--- config.mk ---
export PLATFORM = sky130hd
export DESIGN_NAME = lsu_demux
export DESIGN_NICKNAME = d
export VERILOG_FILES = /design/src/rtl/mem_map_pkg.sv /design/src/rtl/mem_bus_pkg.sv /design/src/rtl/lsu_demux.sv
export VERILOG_INCLUDE_DIRS = /design/src /design/src/include
export SDC_FILE = /design/constraint.sdc
export NUM_CORES = 1
export LEC_CHECK = 0
export BUFFER_PORTS_ARGS = -buffer_cell sky130_fd_sc_hd__buf_2
export CAP_MARGIN = 10
export CORE_AREA = 2 2 122 124
export DETAILED_ROUTE_END_ITERATION = 10
export DIE_AREA = 0 0 124 126
export GPL_ROUTABILITY_DRIVEN = 0
export GPL_TIMING_DRIVEN = 0
export PLACE_DENSITY = 0.47
export SETUP_SLACK_MARGIN = 0.02
export SYNTH_ARGS = -nofsm -noshare
export SYNTH_HDL_FRONTEND = slang
export SYNTH_SLANG_ARGS = --single-unit
--- constraint.sdc ---
create_clock -name clk -period 1.2 [get_ports clk]
set_input_delay 0.06 -clock clk [delete_from_list [all_inputs] [get_ports clk]]
set_output_delay 0.06 -clock clk [all_outputs]
set_load 0.005 [all_outputs]
--- src/include/core_mem_macros.svh ---
// Width and size constants of the core memory region
// core and host word widths, byte enables, RAM sizes in bytes
// and the address prefix that selects the local data RAM

`ifndef CORE_MEM_MACROS_SVH
`define CORE_MEM_MACROS_SVH

// core side word
`define CORE_DATA_W 32
`define CORE_BE_W 4

// host side and RAM word
`define HOST_DATA_W 64
`define HOST_BE_W 8

// core and external bus address
`define BUS_ADDR_W 32

// RAM sizes in bytes
`define INSTR_RAM_BYTES 16384
`define DATA_RAM_BYTES 32768

// upper twelve address bits of the local data region
`define LOCAL_PREFIX 12'h001
`define PREFIX_LSB 20

`endif

--- src/rtl/mem_map_pkg.sv ---
// Memory map types of the core memory region
// byte address types of instruction and data RAM
// and the source of a pending load/store response

`include "core_mem_macros.svh"

package mem_map_pkg;

  // byte address widths inside each RAM
  localparam int INSTR_ADDR_W = $clog2(`INSTR_RAM_BYTES);
  localparam int DATA_ADDR_W  = $clog2(`DATA_RAM_BYTES);

  // 14 bits, 16 KiB
  typedef logic [INSTR_ADDR_W-1:0] instr_addr_t;

  // 15 bits, 32 KiB
  typedef logic [DATA_ADDR_W-1:0] data_addr_t;

  // which side answers the last granted load/store
  typedef enum logic [0:0] {
    SRC_EXT = 1'b0,
    SRC_RAM = 1'b1
  } lsu_src_e;

endpackage

--- src/rtl/mem_bus_pkg.sv ---
// Bus structs of the core memory region
// core request and response, host strobes for both RAMs
// and the response of the external bus

`include "core_mem_macros.svh"

package mem_bus_pkg;

  typedef logic [`BUS_ADDR_W-1:0]  bus_addr_t;
  typedef logic [`CORE_DATA_W-1:0] core_word_t;
  typedef logic [`CORE_BE_W-1:0]   core_be_t;
  typedef logic [`HOST_DATA_W-1:0] host_word_t;
  typedef logic [`HOST_BE_W-1:0]   host_be_t;

  // core load/store or fetch request, also used towards the external bus
  typedef struct packed {
    logic       req;
    bus_addr_t  addr;
    logic       we;
    core_be_t   be;
    core_word_t wdata;
  } core_req_t;

  typedef struct packed {
    logic       gnt;
    logic       rvalid;
    core_word_t rdata;
  } core_rsp_t;

  // host strobes, only the address field differs
  typedef struct packed {
    logic                     req;
    mem_map_pkg::instr_addr_t addr;
    logic                     we;
    host_be_t                 be;
    host_word_t               wdata;
  } instr_host_req_t;

  typedef struct packed {
    logic                    req;
    mem_map_pkg::data_addr_t addr;
    logic                    we;
    host_be_t                be;
    host_word_t              wdata;
  } data_host_req_t;

  typedef struct packed {
    logic       gnt;
    logic       rvalid;
    core_word_t rdata;
  } ext_rsp_t;

endpackage

--- src/rtl/lsu_demux.sv ---
// Load/store address decode
// local prefix goes to the data RAM, everything else to the external bus,
// responses are routed back by the side of the last granted request

`timescale 1ns/100ps

`include "core_mem_macros.svh"

module lsu_demux (
  input  logic                   clk,
  input  logic                   rst_n,
  input  mem_bus_pkg::core_req_t lsu_req_i,
  output mem_bus_pkg::core_rsp_t lsu_rsp_o,
  output mem_bus_pkg::core_req_t ram_req_o,
  input  mem_bus_pkg::core_rsp_t ram_rsp_i,
  output mem_bus_pkg::core_req_t ext_req_o,
  input  mem_bus_pkg::ext_rsp_t  ext_rsp_i
);

  import mem_map_pkg::*;

  logic     is_local;
  logic     lsu_gnt;
  lsu_src_e src_q;

  assign is_local = (lsu_req_i.addr[`BUS_ADDR_W-1:`PREFIX_LSB] == `LOCAL_PREFIX);

  // same payload on both sides, only one req may rise
  always_comb begin
    ram_req_o     = lsu_req_i;
    ram_req_o.req = lsu_req_i.req & is_local;
    ext_req_o     = lsu_req_i;
    ext_req_o.req = lsu_req_i.req & ~is_local;
  end

  always_comb begin
    lsu_gnt = 1'b0;
    if (ram_req_o.req) begin
      lsu_gnt = ram_rsp_i.gnt;
    end else if (ext_req_o.req) begin
      lsu_gnt = ext_rsp_i.gnt;
    end
  end

  // side that will deliver the next rvalid
  always_ff @(posedge clk or negedge rst_n) begin
    if (!rst_n) begin
      src_q <= SRC_RAM;
    end else if (lsu_req_i.req && lsu_gnt) begin
      src_q <= is_local ? SRC_RAM : SRC_EXT;
    end
  end

  assign lsu_rsp_o.gnt    = lsu_gnt;
  assign lsu_rsp_o.rvalid = ram_rsp_i.rvalid | ext_rsp_i.rvalid;
  assign lsu_rsp_o.rdata  = (src_q == SRC_EXT) ? ext_rsp_i.rdata : ram_rsp_i.rdata;

  one_side_only: assert property (
    @(posedge clk) disable iff (!rst_n)
    !(ram_req_o.req && ext_req_o.req)
  ) else $error("load/store sent to data RAM and external bus at once");

endmodule

# Yosys cells after proc, flatten, opt, wreduce, memory -nomap -nowiden
# Cells that the tools add are included.
# Widths: inputs -> output; s select.
dict set report totals {
  regBits 1
  latch_bits 0
  mem_bits_rw 0
  rom_bits 0
  inputBits 140
  out_inout_bits 174
  word_cells 11
  mem_count 0
}
dict set report op_classes {
  addsub 0
  mul 0
  div 0
  order_cmp 0
  n_eq_ne 1
  shifts 0
  muxes 4
  n_bitwise 4
  n_reduce_logical 1
}
# operator count
set ops {}
lappend ops {{$mux 32} 1}
lappend ops {{$eq 12x1->1 const B} 1}
lappend ops {{$mux 1} 3}
lappend ops {{$and 1x1->1} 2}
lappend ops {{$logic_and 1x1->1} 1}
lappend ops {{$not 1->1} 1}
lappend ops {{$or 1x1->1} 1}

# Longest topological paths before layout
# Gate-level depths: netlist of run 1.
dict set report logic_depth {
  ltp_word 6
  ltp_mapped 4
  mapped_depth_nobuf 3
}

# Worst setup path before layout of run 1
# OpenSTA, ideal clock, no wires.
dict set report synth_path {
  path_type {register -> output}
  startpoint {reg src_q}
  endpoint {out lsu_rsp_o[0] (netlist name)}
  arrival_ns 1.155
  required_ns 1.140
  path_slack_ns -0.015
  path_stages_with_launch 4
  path_buffers 2
  cell_sequence {dfstp_2 -> buf_2 -> buf_6 -> mux2_2}
}
# element line_no
set synth_rtl {}
lappend synth_rtl {{start, declared} lsu_demux.sv:24} ;# lsu_src_e src_q;
lappend synth_rtl {{start signal, assigned} lsu_demux.sv:50} ;# src_q <= is_local ? SRC_RAM : SRC_EXT;
lappend synth_rtl {{end, declared} lsu_demux.sv:13} ;# output mem_bus_pkg::core_rsp_t lsu_rsp_o,

==> results of run 1 <==
-- final cells by class --
class / count / area, µm²
Timing Repair Buffer: 261 / 1535
Fill cell: 1602 / 10820
Sequential cell: 1 / 26.28
Tap cell: 184 / 230.2
Buffer: 142 / 1111
Inverter: 1 / 3.754
Multi-Input combinational cell: 45 / 589.3
-- logic make-up after synthesis --
family | synth area share (%)
multiplexers | 23.20
AND/OR/NAND/NOR | 6.113
buffers and inverters | 68.02
flip-flops | 1.646
AO/OA/AOI/OAI | 1.018
-- metrics by stage --
| step | TNS, ns | utilization [%] | setup WS [ns] |
|---|---|---|---|
| final | -2.467 | 24.42 | -0.09250 |
| after global routing | -3.437 | 24.42 | -0.1218 |
| after CTS | -3.285 | 22.79 | -0.1306 |
| after detailed placement | -5.304 | 21.73 | -0.2109 |
| after global placement | -5.286 | 21.73 | -0.2109 |
| after floorplan | 0 | - | 0.03006 |
-- per-layer routing --
metal | GRT usage [%] | share of wire (%) | vias up
met1 | 6.064 | 32 | 825
met2 | 13.90 | 57 | 157
met3 | 0.4982 | 11 | 0
li1 | - | - | 991
met4 | 0 | 0 | 0
met5 | 0 | 0 | -
-- power by group through the flow --
stage / Combinational (mW) / Clock, mW / Sequential [mW]
2_1_floorplan: 0.453 / 0 / 0.0344
3_3_place_gp: 0.897 / 0 / 0.0344
3_5_place_dp: 0.898 / 0 / 0.0344
4_1_cts: 0.943 / 0 / 0.0344
5_1_grt: 1.07 / 0 / 0.0344
6_report: 0.986 / 0 / 0.0344
-- critical path: stages (launching register included) --
cell	delay [ns]
dfstp_2	0.52
buf_12	0.14
clkbuf_16	0.15
mux2_4	0.30
buf_6	0.12
-- layout by cell type, fill, tap and decap left out --
cell           netlist  layout
buf_2                1     228
buf_12               0       3
dlygate4sd3_1        0       1
nand2_1              3       3
mux2_4               0      28
nor4b_4              1       1
clkbuf_16            0       2
buf_8                0       1
dfstp_2              1       1
a21oi_1              1       1
o21ai_1              1       1
or2_2                1       1
nand3_2              1       1
buf_6                3      29
buf_4              139     139
a31oi_1              1       1
mux2_2              30       4
inv_1                1       1
mux2i_1              1       1
nor2_1               1       1
nor4_4               2       2
-- worst min-delay path by stage --
stage / cells after the start / end / slack [ns]
2_1_floorplan: 0 / src_q / -0.09
3_3_place_gp: 1 / src_q / -0.007
3_5_place_dp: 1 / src_q / -0.001
4_1_cts: 2 / ext_req_o[12] / 0.29
5_1_grt: 2 / ram_req_o[41] / 0.29
6_report: 2 / ram_req_o[20] / 0.29
-- repair_timing --
item,CTS,global route
resized for setup,28,37
pin swaps,1,3
hold buffers,1,0
endpoints found under the hold margin,1,0
gates cloned,0,2
setup endpoints to repair,33,33
buffers inserted,1,1
==> out/metrics.yaml, run 1 <==
pwr:
  peakVddDrop_mv: 0.1031
  power_mw: 1.021
  switching_share_pct: 28.42
  p_per_area_nw_per_um2: 291.9
  clock_power_share_pct: 0
  p_comb_share_pct: 96.6
  power_switching_mw: 0.2901
  seqPwrFrac_pct: 3.4
  internal_power_mw: 0.7305
  p_leak_nw: 2.055
placed_design:
  place_area_um2: 3110
  dp.cells: 630
  portBuffers: 256
  dp_hpwl_um: 5638
logic_synthesis:
  synth.top_cell.area_share_pct: 65.36
  synthArstFlopShare_pct: 100.0
  yosysUniqueCellTypes: 17
  ys_ff_latch: 1
  syn_area_per_cell_um2: 8.403
  synth_edf_count: 0
  synth_most_common_cell: "buf_4"
  synth_area_um2: 1597
  synthCells: 190
  synth_nets: 330
  seq_area_frac_synth_pct: 1.646
  ys.flop_type: "dfstp_2"
  ys_top_cells_by_area: "buf_4 65%, mux2_2 21%, nor4_4 2.7%, buf_6 2.1%, dfstp_2 1.6%"
  ys_warn_count: 0
  yosys.area.top_type: "buf_4"
  synth_common_cells: "139 x buf_4, 30 x mux2_2, 3 x buf_6, 3 x nand2_1"
layout:
  fin_area_um2: 3496
  fin_nets: 592
  antenna_cells: 0
  stdcell_count: 634
  drive_above_1_share_pct: 97.78
  area_delta_synth_final_pct: 119.0
  largestRegisters: "src_q x1"
  max_flop_register: "src_q"
  largest_reg_flops: 1
setup_path:
  cp.required_ns: 1.14
  cp-start-kind: "register"
  rrSetupSlack_ns: 0.07
  arrival_ns: 1.23
  worstSetupPathType: "register to output port"
  cp-startpoint: "src_q"
  regToRegStartpoint: "src_q"
  r2r_cells: 5
  crit_fanout: 6
  r2r-end: "src_q"
  crit_end: "lsu_rsp_o[6]"
  crit_path_end_kind: "output port"
sta:
  fmax_ghz: 0.7737
  clock_skew_ns: 0
  hold_ws_ns: 0.2851
  setup_viol: 32
  finalCriticalPeriod_ns: 1.292
  rsz0062_at_grt: "yes"
  finalHoldViolations: 0
  worst_slack_ns: -0.09250
  drv_slew: 0
  min_period_over_period_pct: 107.7
  worst_slew_pin_slew_ns: 0.2734
  slew_headroom_pct: 81.64
clock_network:
  clk_latency_ns: 0
  clk_pin_slew_ns: 0
global_route:
  grt_max_degree: 11
  grt_pass1_vias: 1682
  grt_first_pass_wirelength_um: 7810
  grt_util_all_layers_pct: 6.150
  overflow: 0
  antenna_found_initial: 0
routing:
  first_pass_iters: 4
  vias: 1973
  drc_errors: 0
  drt_iter0_drc: 15
  ant_nets: 0
  vias_per_cell: 3.112
  wl_per_cell_um: 9.886
  wl_um: 6268
min_path:
  hold_class: "primary input to output port"
  min_from: "lsu_req_i[20]"
floorplan:
  dieArea_um2: 15620
  start_util_pct: 11.15
  row_count: 44
  chipHeight_um: 126
  ios: 314
  die_w_um: 124
  coreArea_um2: 14310
run:
  drv_cap: 0
run_status:
  violations: "setup timing"
  outcome: "complete, but fails checks"
Power figures use the tool's default switching activity.
==> run 2, diff against run 1 <==
Settings changed: ABC_AREA set to 1, PLACE_DENSITY 0.47 to 0.48.
==> run 2 against run 1 <==
Net effect:
- combinational power hardly changed
- worst hold slack about the same
- the flow still finishes with violations (setup timing)
- design area grew 2.9%
- worst setup slack worse by 0.014 ns
- sequential power about the same
- synthesized cell count is 6.3% higher
- maximum frequency shrank 1.0%
- first-iteration DRC count is 6.7% higher
- clock skew unchanged
- sequential share of layout area is essentially flat
==> out/metrics.yaml, run 2 <==
run_status:
  outcome: "complete, but fails checks"
  violations: "setup timing"
floorplan:
  row_count: 44  # unchanged
  dieArea_um2: 15620  # unchanged
  coreArea_um2: 14310  # unchanged
  ios: 314  # unchanged
  die_w_um: 124  # unchanged
  start_util_pct: 12.12  # +0.97 points
  chipHeight_um: 126  # unchanged
setup_path:
  cp-start-kind: "register"
  cp-startpoint: "src_q"
  crit_fanout: 7  # +1
  r2r_cells: 6  # +1
  crit_path_end_kind: "output port"
  worstSetupPathType: "register to output port"
  rrSetupSlack_ns: 0.05  # -0.02 ns
  cp.required_ns: 1.14  # about the same
  arrival_ns: 1.25  # +0.02 ns
  r2r-end: "src_q"
  crit_end: "lsu_rsp_o[4]"
  regToRegStartpoint: "src_q"
routing:
  ant_nets: 0  # unchanged
  wl_um: 6630  # +5.8%
  vias: 1994  # +1.1%
  vias_per_cell: 3.063  # -1.6%
  drc_errors: 0  # unchanged
  drt_iter0_drc: 16  # +1
  wl_per_cell_um: 10.18  # +3.0%
  first_pass_iters: 3  # -1
logic_synthesis:
  yosys.area.top_type: "buf_4"
  synth_nets: 342  # +3.6%
  synthArstFlopShare_pct: 100.0  # unchanged
  synth_area_um2: 1735  # +8.7%
  synthCells: 202  # +6.3%
  synth_edf_count: 0  # unchanged
  synth_top_family_by_area: "buffers and inverters"
  ys_top_cells_by_area: "buf_4 60%, mux2_4 25%, buf_12 3.5%, mux2_2 1.9%, inv_1 1.7%"
  muxShareOfSynthArea_pct: 27.04  # +3.8 points
  synth_most_common_cell: "buf_4"
  syn_area_per_cell_um2: 8.591  # +2.2%
  synth_compound_area_share_pct: 0.3605  # -0.66 points
  yosysUniqueCellTypes: 16  # -1
  ys_warn_count: 0  # unchanged
  synthSimpleGateAreaFrac_pct: 5.119  # -0.99 points
  synth.top_cell.area_share_pct: 60.13  # -5.2 points
  ys.flop_type: "dfstp_2"
  synth-xor-area-share_pct: 0  # unchanged
  seq_area_frac_synth_pct: 1.514  # -0.13 points
  synth_fa_ha_area_share_pct: 0  # unchanged
  ys_ff_latch: 1  # unchanged
  synth_common_cells: "139 x buf_4, 29 x mux2_4, 8 x inv_1, 8 x nand2_1"
layout:
  fin_util_pct: 25.14  # +0.72 points
  max_flop_register: "src_q"
  layout_common_cells: "225 x buf_2, 143 x buf_4, 32 x buf_6, 31 x mux2_4"
  final_common_cell: "buf_2"
  drive_above_1_share_pct: 96.36  # -1.4 points
  area_delta_synth_final_pct: 107.4
  n_fill_cell: 1587  # -0.94%
  largest_reg_flops: 1  # unchanged
  fin_nets: 609  # +2.9%
  antenna_cells: 0  # unchanged
  largestRegisters: "src_q x1"
global_route:
  grt_first_pass_wirelength_um: 8687  # +11%
  grt_pass1_vias: 1769  # +5.2%
  grt_max_degree: 11  # unchanged
  grt_util_all_layers_pct: 6.771  # +0.62 points
  overflow: 0  # unchanged
  antenna_found_initial: 0  # unchanged
pwr:
  seqPwrFrac_pct: 3.3  # about the same
  p_comb_share_pct: 96.7  # about the same
  clock_power_share_pct: 0  # unchanged
  p_per_area_nw_per_um2: 287.7  # -1.4%
  internal_power_mw: 0.7414  # +1.5%
  p_leak_nw: 2.146  # +4.5%
  power_switching_mw: 0.2940  # +1.3%
  switching_share_pct: 28.39  # about the same
  peakVddDrop_mv: 0.1008  # -2.2%
clock_network:
  clk_latency_ns: 0  # unchanged
  clk_pin_slew_ns: 0  # unchanged
sta:
  worst_slack_ns: -0.1060  # -0.01355 ns
  finalHoldViolations: 0  # unchanged
  worst_slew_pin_slew_ns: 0.1477  # -0.1257 ns
  drv_slew: 0  # unchanged
  slew_headroom_pct: 90.11  # +8.5 points
  fmax_ghz: 0.7657  # -1.0%
  setup-tns-final_ns: -2.667  # -0.2004 ns
  finalCriticalPeriod_ns: 1.306  # +0.01355 ns
  clock_skew_ns: 0  # unchanged
  min_period_over_period_pct: 108.8  # +1.1 points
  setup_viol: 32  # unchanged
  rsz0062_at_grt: "yes"
run:
  drv_cap: 0  # unchanged
min_path:
  hold_class: "primary input to output port"
placed_design:
  portBuffers: 256  # unchanged
  dp_hpwl_um: 5909  # +4.8%
run 2: worst min path at each step:
stage | startpoint | end | cells past startpoint
floorplan | rst_n | src_q | 0
global placement | rst_n | src_q | 1
detailed placement | rst_n | src_q | 1
CTS | lsu_req_i[26] | ram_req_o[26] | 2
global route | lsu_req_i[35] | ram_req_o[35] | 2
finish | lsu_req_i[26] | ram_req_o[26] | 2
run 2: worst max-delay path, cell delays in order (launching register included):
cell and delay, ns:
dfstp_2 0.52, buf_12 0.15, clkbuf_16 0.16, mux2_4 0.30
buf_6 0.11
run 2: through the flow:
stage	setup slack [ns]	cell area (µm²)	hold slack (ns)	power, mW	std cells
detailed placement	-0.1163	3247	-0.004569	0.9651	642
finish	-0.1060	3598	0.2852	1.035	651
CTS	-0.1033	3480	0.2863	1.034	647
global placement	-0.1196	3247	-0.004511	0.9625	642
global route	-0.1235	3598	0.2885	1.122	651
floorplan	0.06546	1735	-0.08784	0.5195	202
run 2: timing repair:
action,CTS,global route
gates cloned,1,2
endpoints found under the setup margin,29,33
resized for setup,29,13
hold endpoints to repair,1,0
hold buffers,1,0
setup buffers,3,2
pin swaps,0,5
run 2: cells by family after synthesis:
family / Yosys count
DFF: 1
and+or+nand+nor: 17
muxes: 32
buffers and inverters: 151
AOI/OAI and AO/OA: 1
run 2: layer usage:
layer,vias to the layer above,share of wire [%],GRT usage [%]
met5,-,0,0
met4,0,0,0
met3,0,9.4,0.6341
met2,127,56,14.06
met1,846,34,7.673
li1,1021,-,-
run 2: power groups by stage:
stage / registers (mW) / logic (mW) / clock network (mW)
floorplan: 0.0344 / 0.485 / 0
CTS: 0.0344 / 1.00 / 0
global route: 0.0344 / 1.09 / 0
detailed placement: 0.0344 / 0.931 / 0
global placement: 0.0344 / 0.928 / 0
finish: 0.0344 / 1.00 / 0
run 2: final cells by class:
type                    count  area, µm²  share of cell area, %
repair buffers            265       1604                  44.58
well taps                 184      230.2                  6.398
inverters                   8      30.03                 0.8345
multi-input cells          50      584.3                  16.24
plain buffers             143       1124                  31.22
flip-flops and latches      1      26.28                 0.7302
==> run 3, diff against run 2 <==
Settings changed: SKIP_LAST_GASP set to 1.
==> run 3 against run 2 <==
Net effect:
- the flow still finishes with violations (setup timing)
- wire length decreased by 0.87%
- clock skew did not move
- final cell count unchanged
- die area stayed put
- largest cell class unchanged
- largest power group unchanged
- highest routed layer unchanged
==> out/metrics.yaml, run 3 (same netlist as run 2, synthesis figures left out) <==
setup_path:
  worstPathCellList: "buf_12 > clkbuf_16 > mux2_4 > buf_6"
  cp.required_ns: 1.14  # about the same
  worstSetupPathType: "register to output port"
  crit_fanout: 7  # unchanged
  rrSetupSlack_ns: 0.05  # about the same
  arrival_ns: 1.25  # about the same
  r2r_cells: 6  # unchanged
  cp-start-kind: "register"
  r2r-end: "src_q"
  max_stage_delay_ns: 0.52  # about the same
  slowest_stage: "dfstp_2"
  regToRegStartpoint: "src_q"
  crit_path_end_kind: "output port"
pwr:
  p_comb_share_pct: 96.7  # about the same
  p_leak_nw: 2.144  # about the same
  internal_power_mw: 0.7394  # -0.27%
  power_switching_mw: 0.2927  # -0.44%
  power_mw: 1.032  # -0.32%
  peakVddDrop_mv: 0.1008  # about the same
  seqPwrFrac_pct: 3.3  # about the same
  switching_share_pct: 28.36  # -0.035 points
  p_per_area_nw_per_um2: 287.3  # -0.15%
  clock_power_share_pct: 0  # unchanged
sta:
  drv_slew: 0  # unchanged
  worst_slack_ns: -0.1095  # -0.003444 ns
  hold_ws_ns: 0.2852  # unchanged
  finalCriticalPeriod_ns: 1.309  # +0.003444 ns
  min_period_over_period_pct: 109.1  # +0.29 points
  finalHoldViolations: 0  # unchanged
  fmax_ghz: 0.7637  # -0.26%
  worst_slew_pin_slew_ns: 0.1477  # unchanged
  setup_viol: 32  # unchanged
  clock_skew_ns: 0  # unchanged
  rsz0062_at_grt: "yes"
  slew_headroom_pct: 90.11  # unchanged
  setup-tns-final_ns: -2.674  # -0.006820 ns
layout:
  layout_common_cells: "226 x buf_2, 143 x buf_4, 31 x mux2_4, 31 x buf_6"
  largest_reg_flops: 1  # unchanged
  drive_above_1_share_pct: 96.36  # unchanged
  regArea_um2: 26.28  # unchanged
  final_common_cell: "buf_2"
  fin_nets: 609  # unchanged
  area_delta_synth_final_pct: 107.0
  multi_input_area_um2: 584.3  # unchanged
  largestRegisters: "src_q x1"
  max_flop_register: "src_q"
  n_fill_cell: 1587  # unchanged
  antenna_cells: 0  # unchanged
floorplan:
  ios: 314  # unchanged
  coreArea_um2: 14310  # unchanged
  dieArea_um2: 15620  # unchanged
  chipHeight_um: 126  # unchanged
  row_count: 44  # unchanged
  die_w_um: 124  # unchanged
  start_util_pct: 12.12  # unchanged
min_path:
  hold_path_end: "ram_req_o[26]"
  min_from: "lsu_req_i[26]"
  hold_class: "primary input to output port"
  hold_path_depth: 2  # unchanged
placed_design:
  portBuffers: 256  # unchanged
  dp_hpwl_um: 5909  # unchanged
routing:
  vias: 2000  # +0.30%
  drc_errors: 0  # unchanged
  wl_um: 6572  # -0.87%
  vias_per_cell: 3.072  # +0.30%
  ant_nets: 0  # unchanged
  wl_per_cell_um: 10.10  # -0.87%
  drt_iter0_drc: 17  # +1
  first_pass_iters: 3  # unchanged
global_route:
  grt_pass1_vias: 1757  # -0.68%
  overflow: 0  # unchanged
  grt_first_pass_wirelength_um: 8597  # -1.0%
  grt_max_degree: 11  # unchanged
  antenna_found_initial: 0  # unchanged
  grt_util_all_layers_pct: 6.678  # -0.093 points
run_status:
  outcome: "complete, but fails checks"
  violations: "setup timing"
run:
  drv_cap: 0  # unchanged
clock_network:
  clk_pin_slew_ns: 0  # unchanged
  clk_latency_ns: 0  # unchanged
## run 3: cell counts in the layout (fill, tap and decap cells not counted)
No cell type changed its count.
## run 3: metal layers
layer	share of wire (%)	track usage [%]	wire, µm
met5	0	0	0
met4	0	0	0
met3	9.3	0.6341	608
met2	56	13.77	3690
met1	35	7.646	2273
## run 3: through the flow
stage               utilization, %  instance area, µm²  setup WS [ns]  cells
floorplan                        -                1735        0.06546    202
global placement             22.68                3247        -0.1196    642
detailed placement           22.68                3247        -0.1163    642
CTS                          23.48                3361        -0.1067    647
global route                 25.10                3592        -0.1332    651
finish                       25.10                3592        -0.1095    651
## run 3: power groups by stage
stage / sequential (mW) / combinational, mW / clock, mW
2_1_floorplan: 0.0344 / 0.485 / 0
3_3_place_gp: 0.0344 / 0.928 / 0
3_5_place_dp: 0.0344 / 0.931 / 0
4_1_cts: 0.0344 / 0.955 / 0
5_1_grt: 0.0344 / 1.09 / 0
6_report: 0.0344 / 0.998 / 0
## run 3: worst max-delay path by stage
stage,startpoint,end,cells after the start
2_1_floorplan,src_q,lsu_rsp_o[0],3
4_1_cts,src_q,lsu_rsp_o[6],4
3_5_place_dp,src_q,lsu_rsp_o[10],4
6_report,src_q,lsu_rsp_o[22],4
3_3_place_gp,src_q,lsu_rsp_o[10],4
5_1_grt,src_q,lsu_rsp_o[22],4
## run 3: repair_timing
item                                   CTS  global route
setup buffers                            3             2
endpoints found under the hold margin    1             0
gates cloned                             1             2
setup endpoints to repair               29            33
hold buffers                             1             0
gates resized for setup                 10            31
pin swaps                                0             4
## run 3: final cells by class
type	count	area share (%)
plain buffers	143	31.28
inverters	8	0.8359
multi-input cells	50	16.27
flip-flops and latches	1	0.7315
well taps	184	6.409
repair buffers	265	44.48
## run 3: critical path, delay by kind of cell, from the launching register on
family                 cells  cell delay (ns)
DFF                        1             0.52
muxes                      1             0.30
buffers and inverters      3             0.43
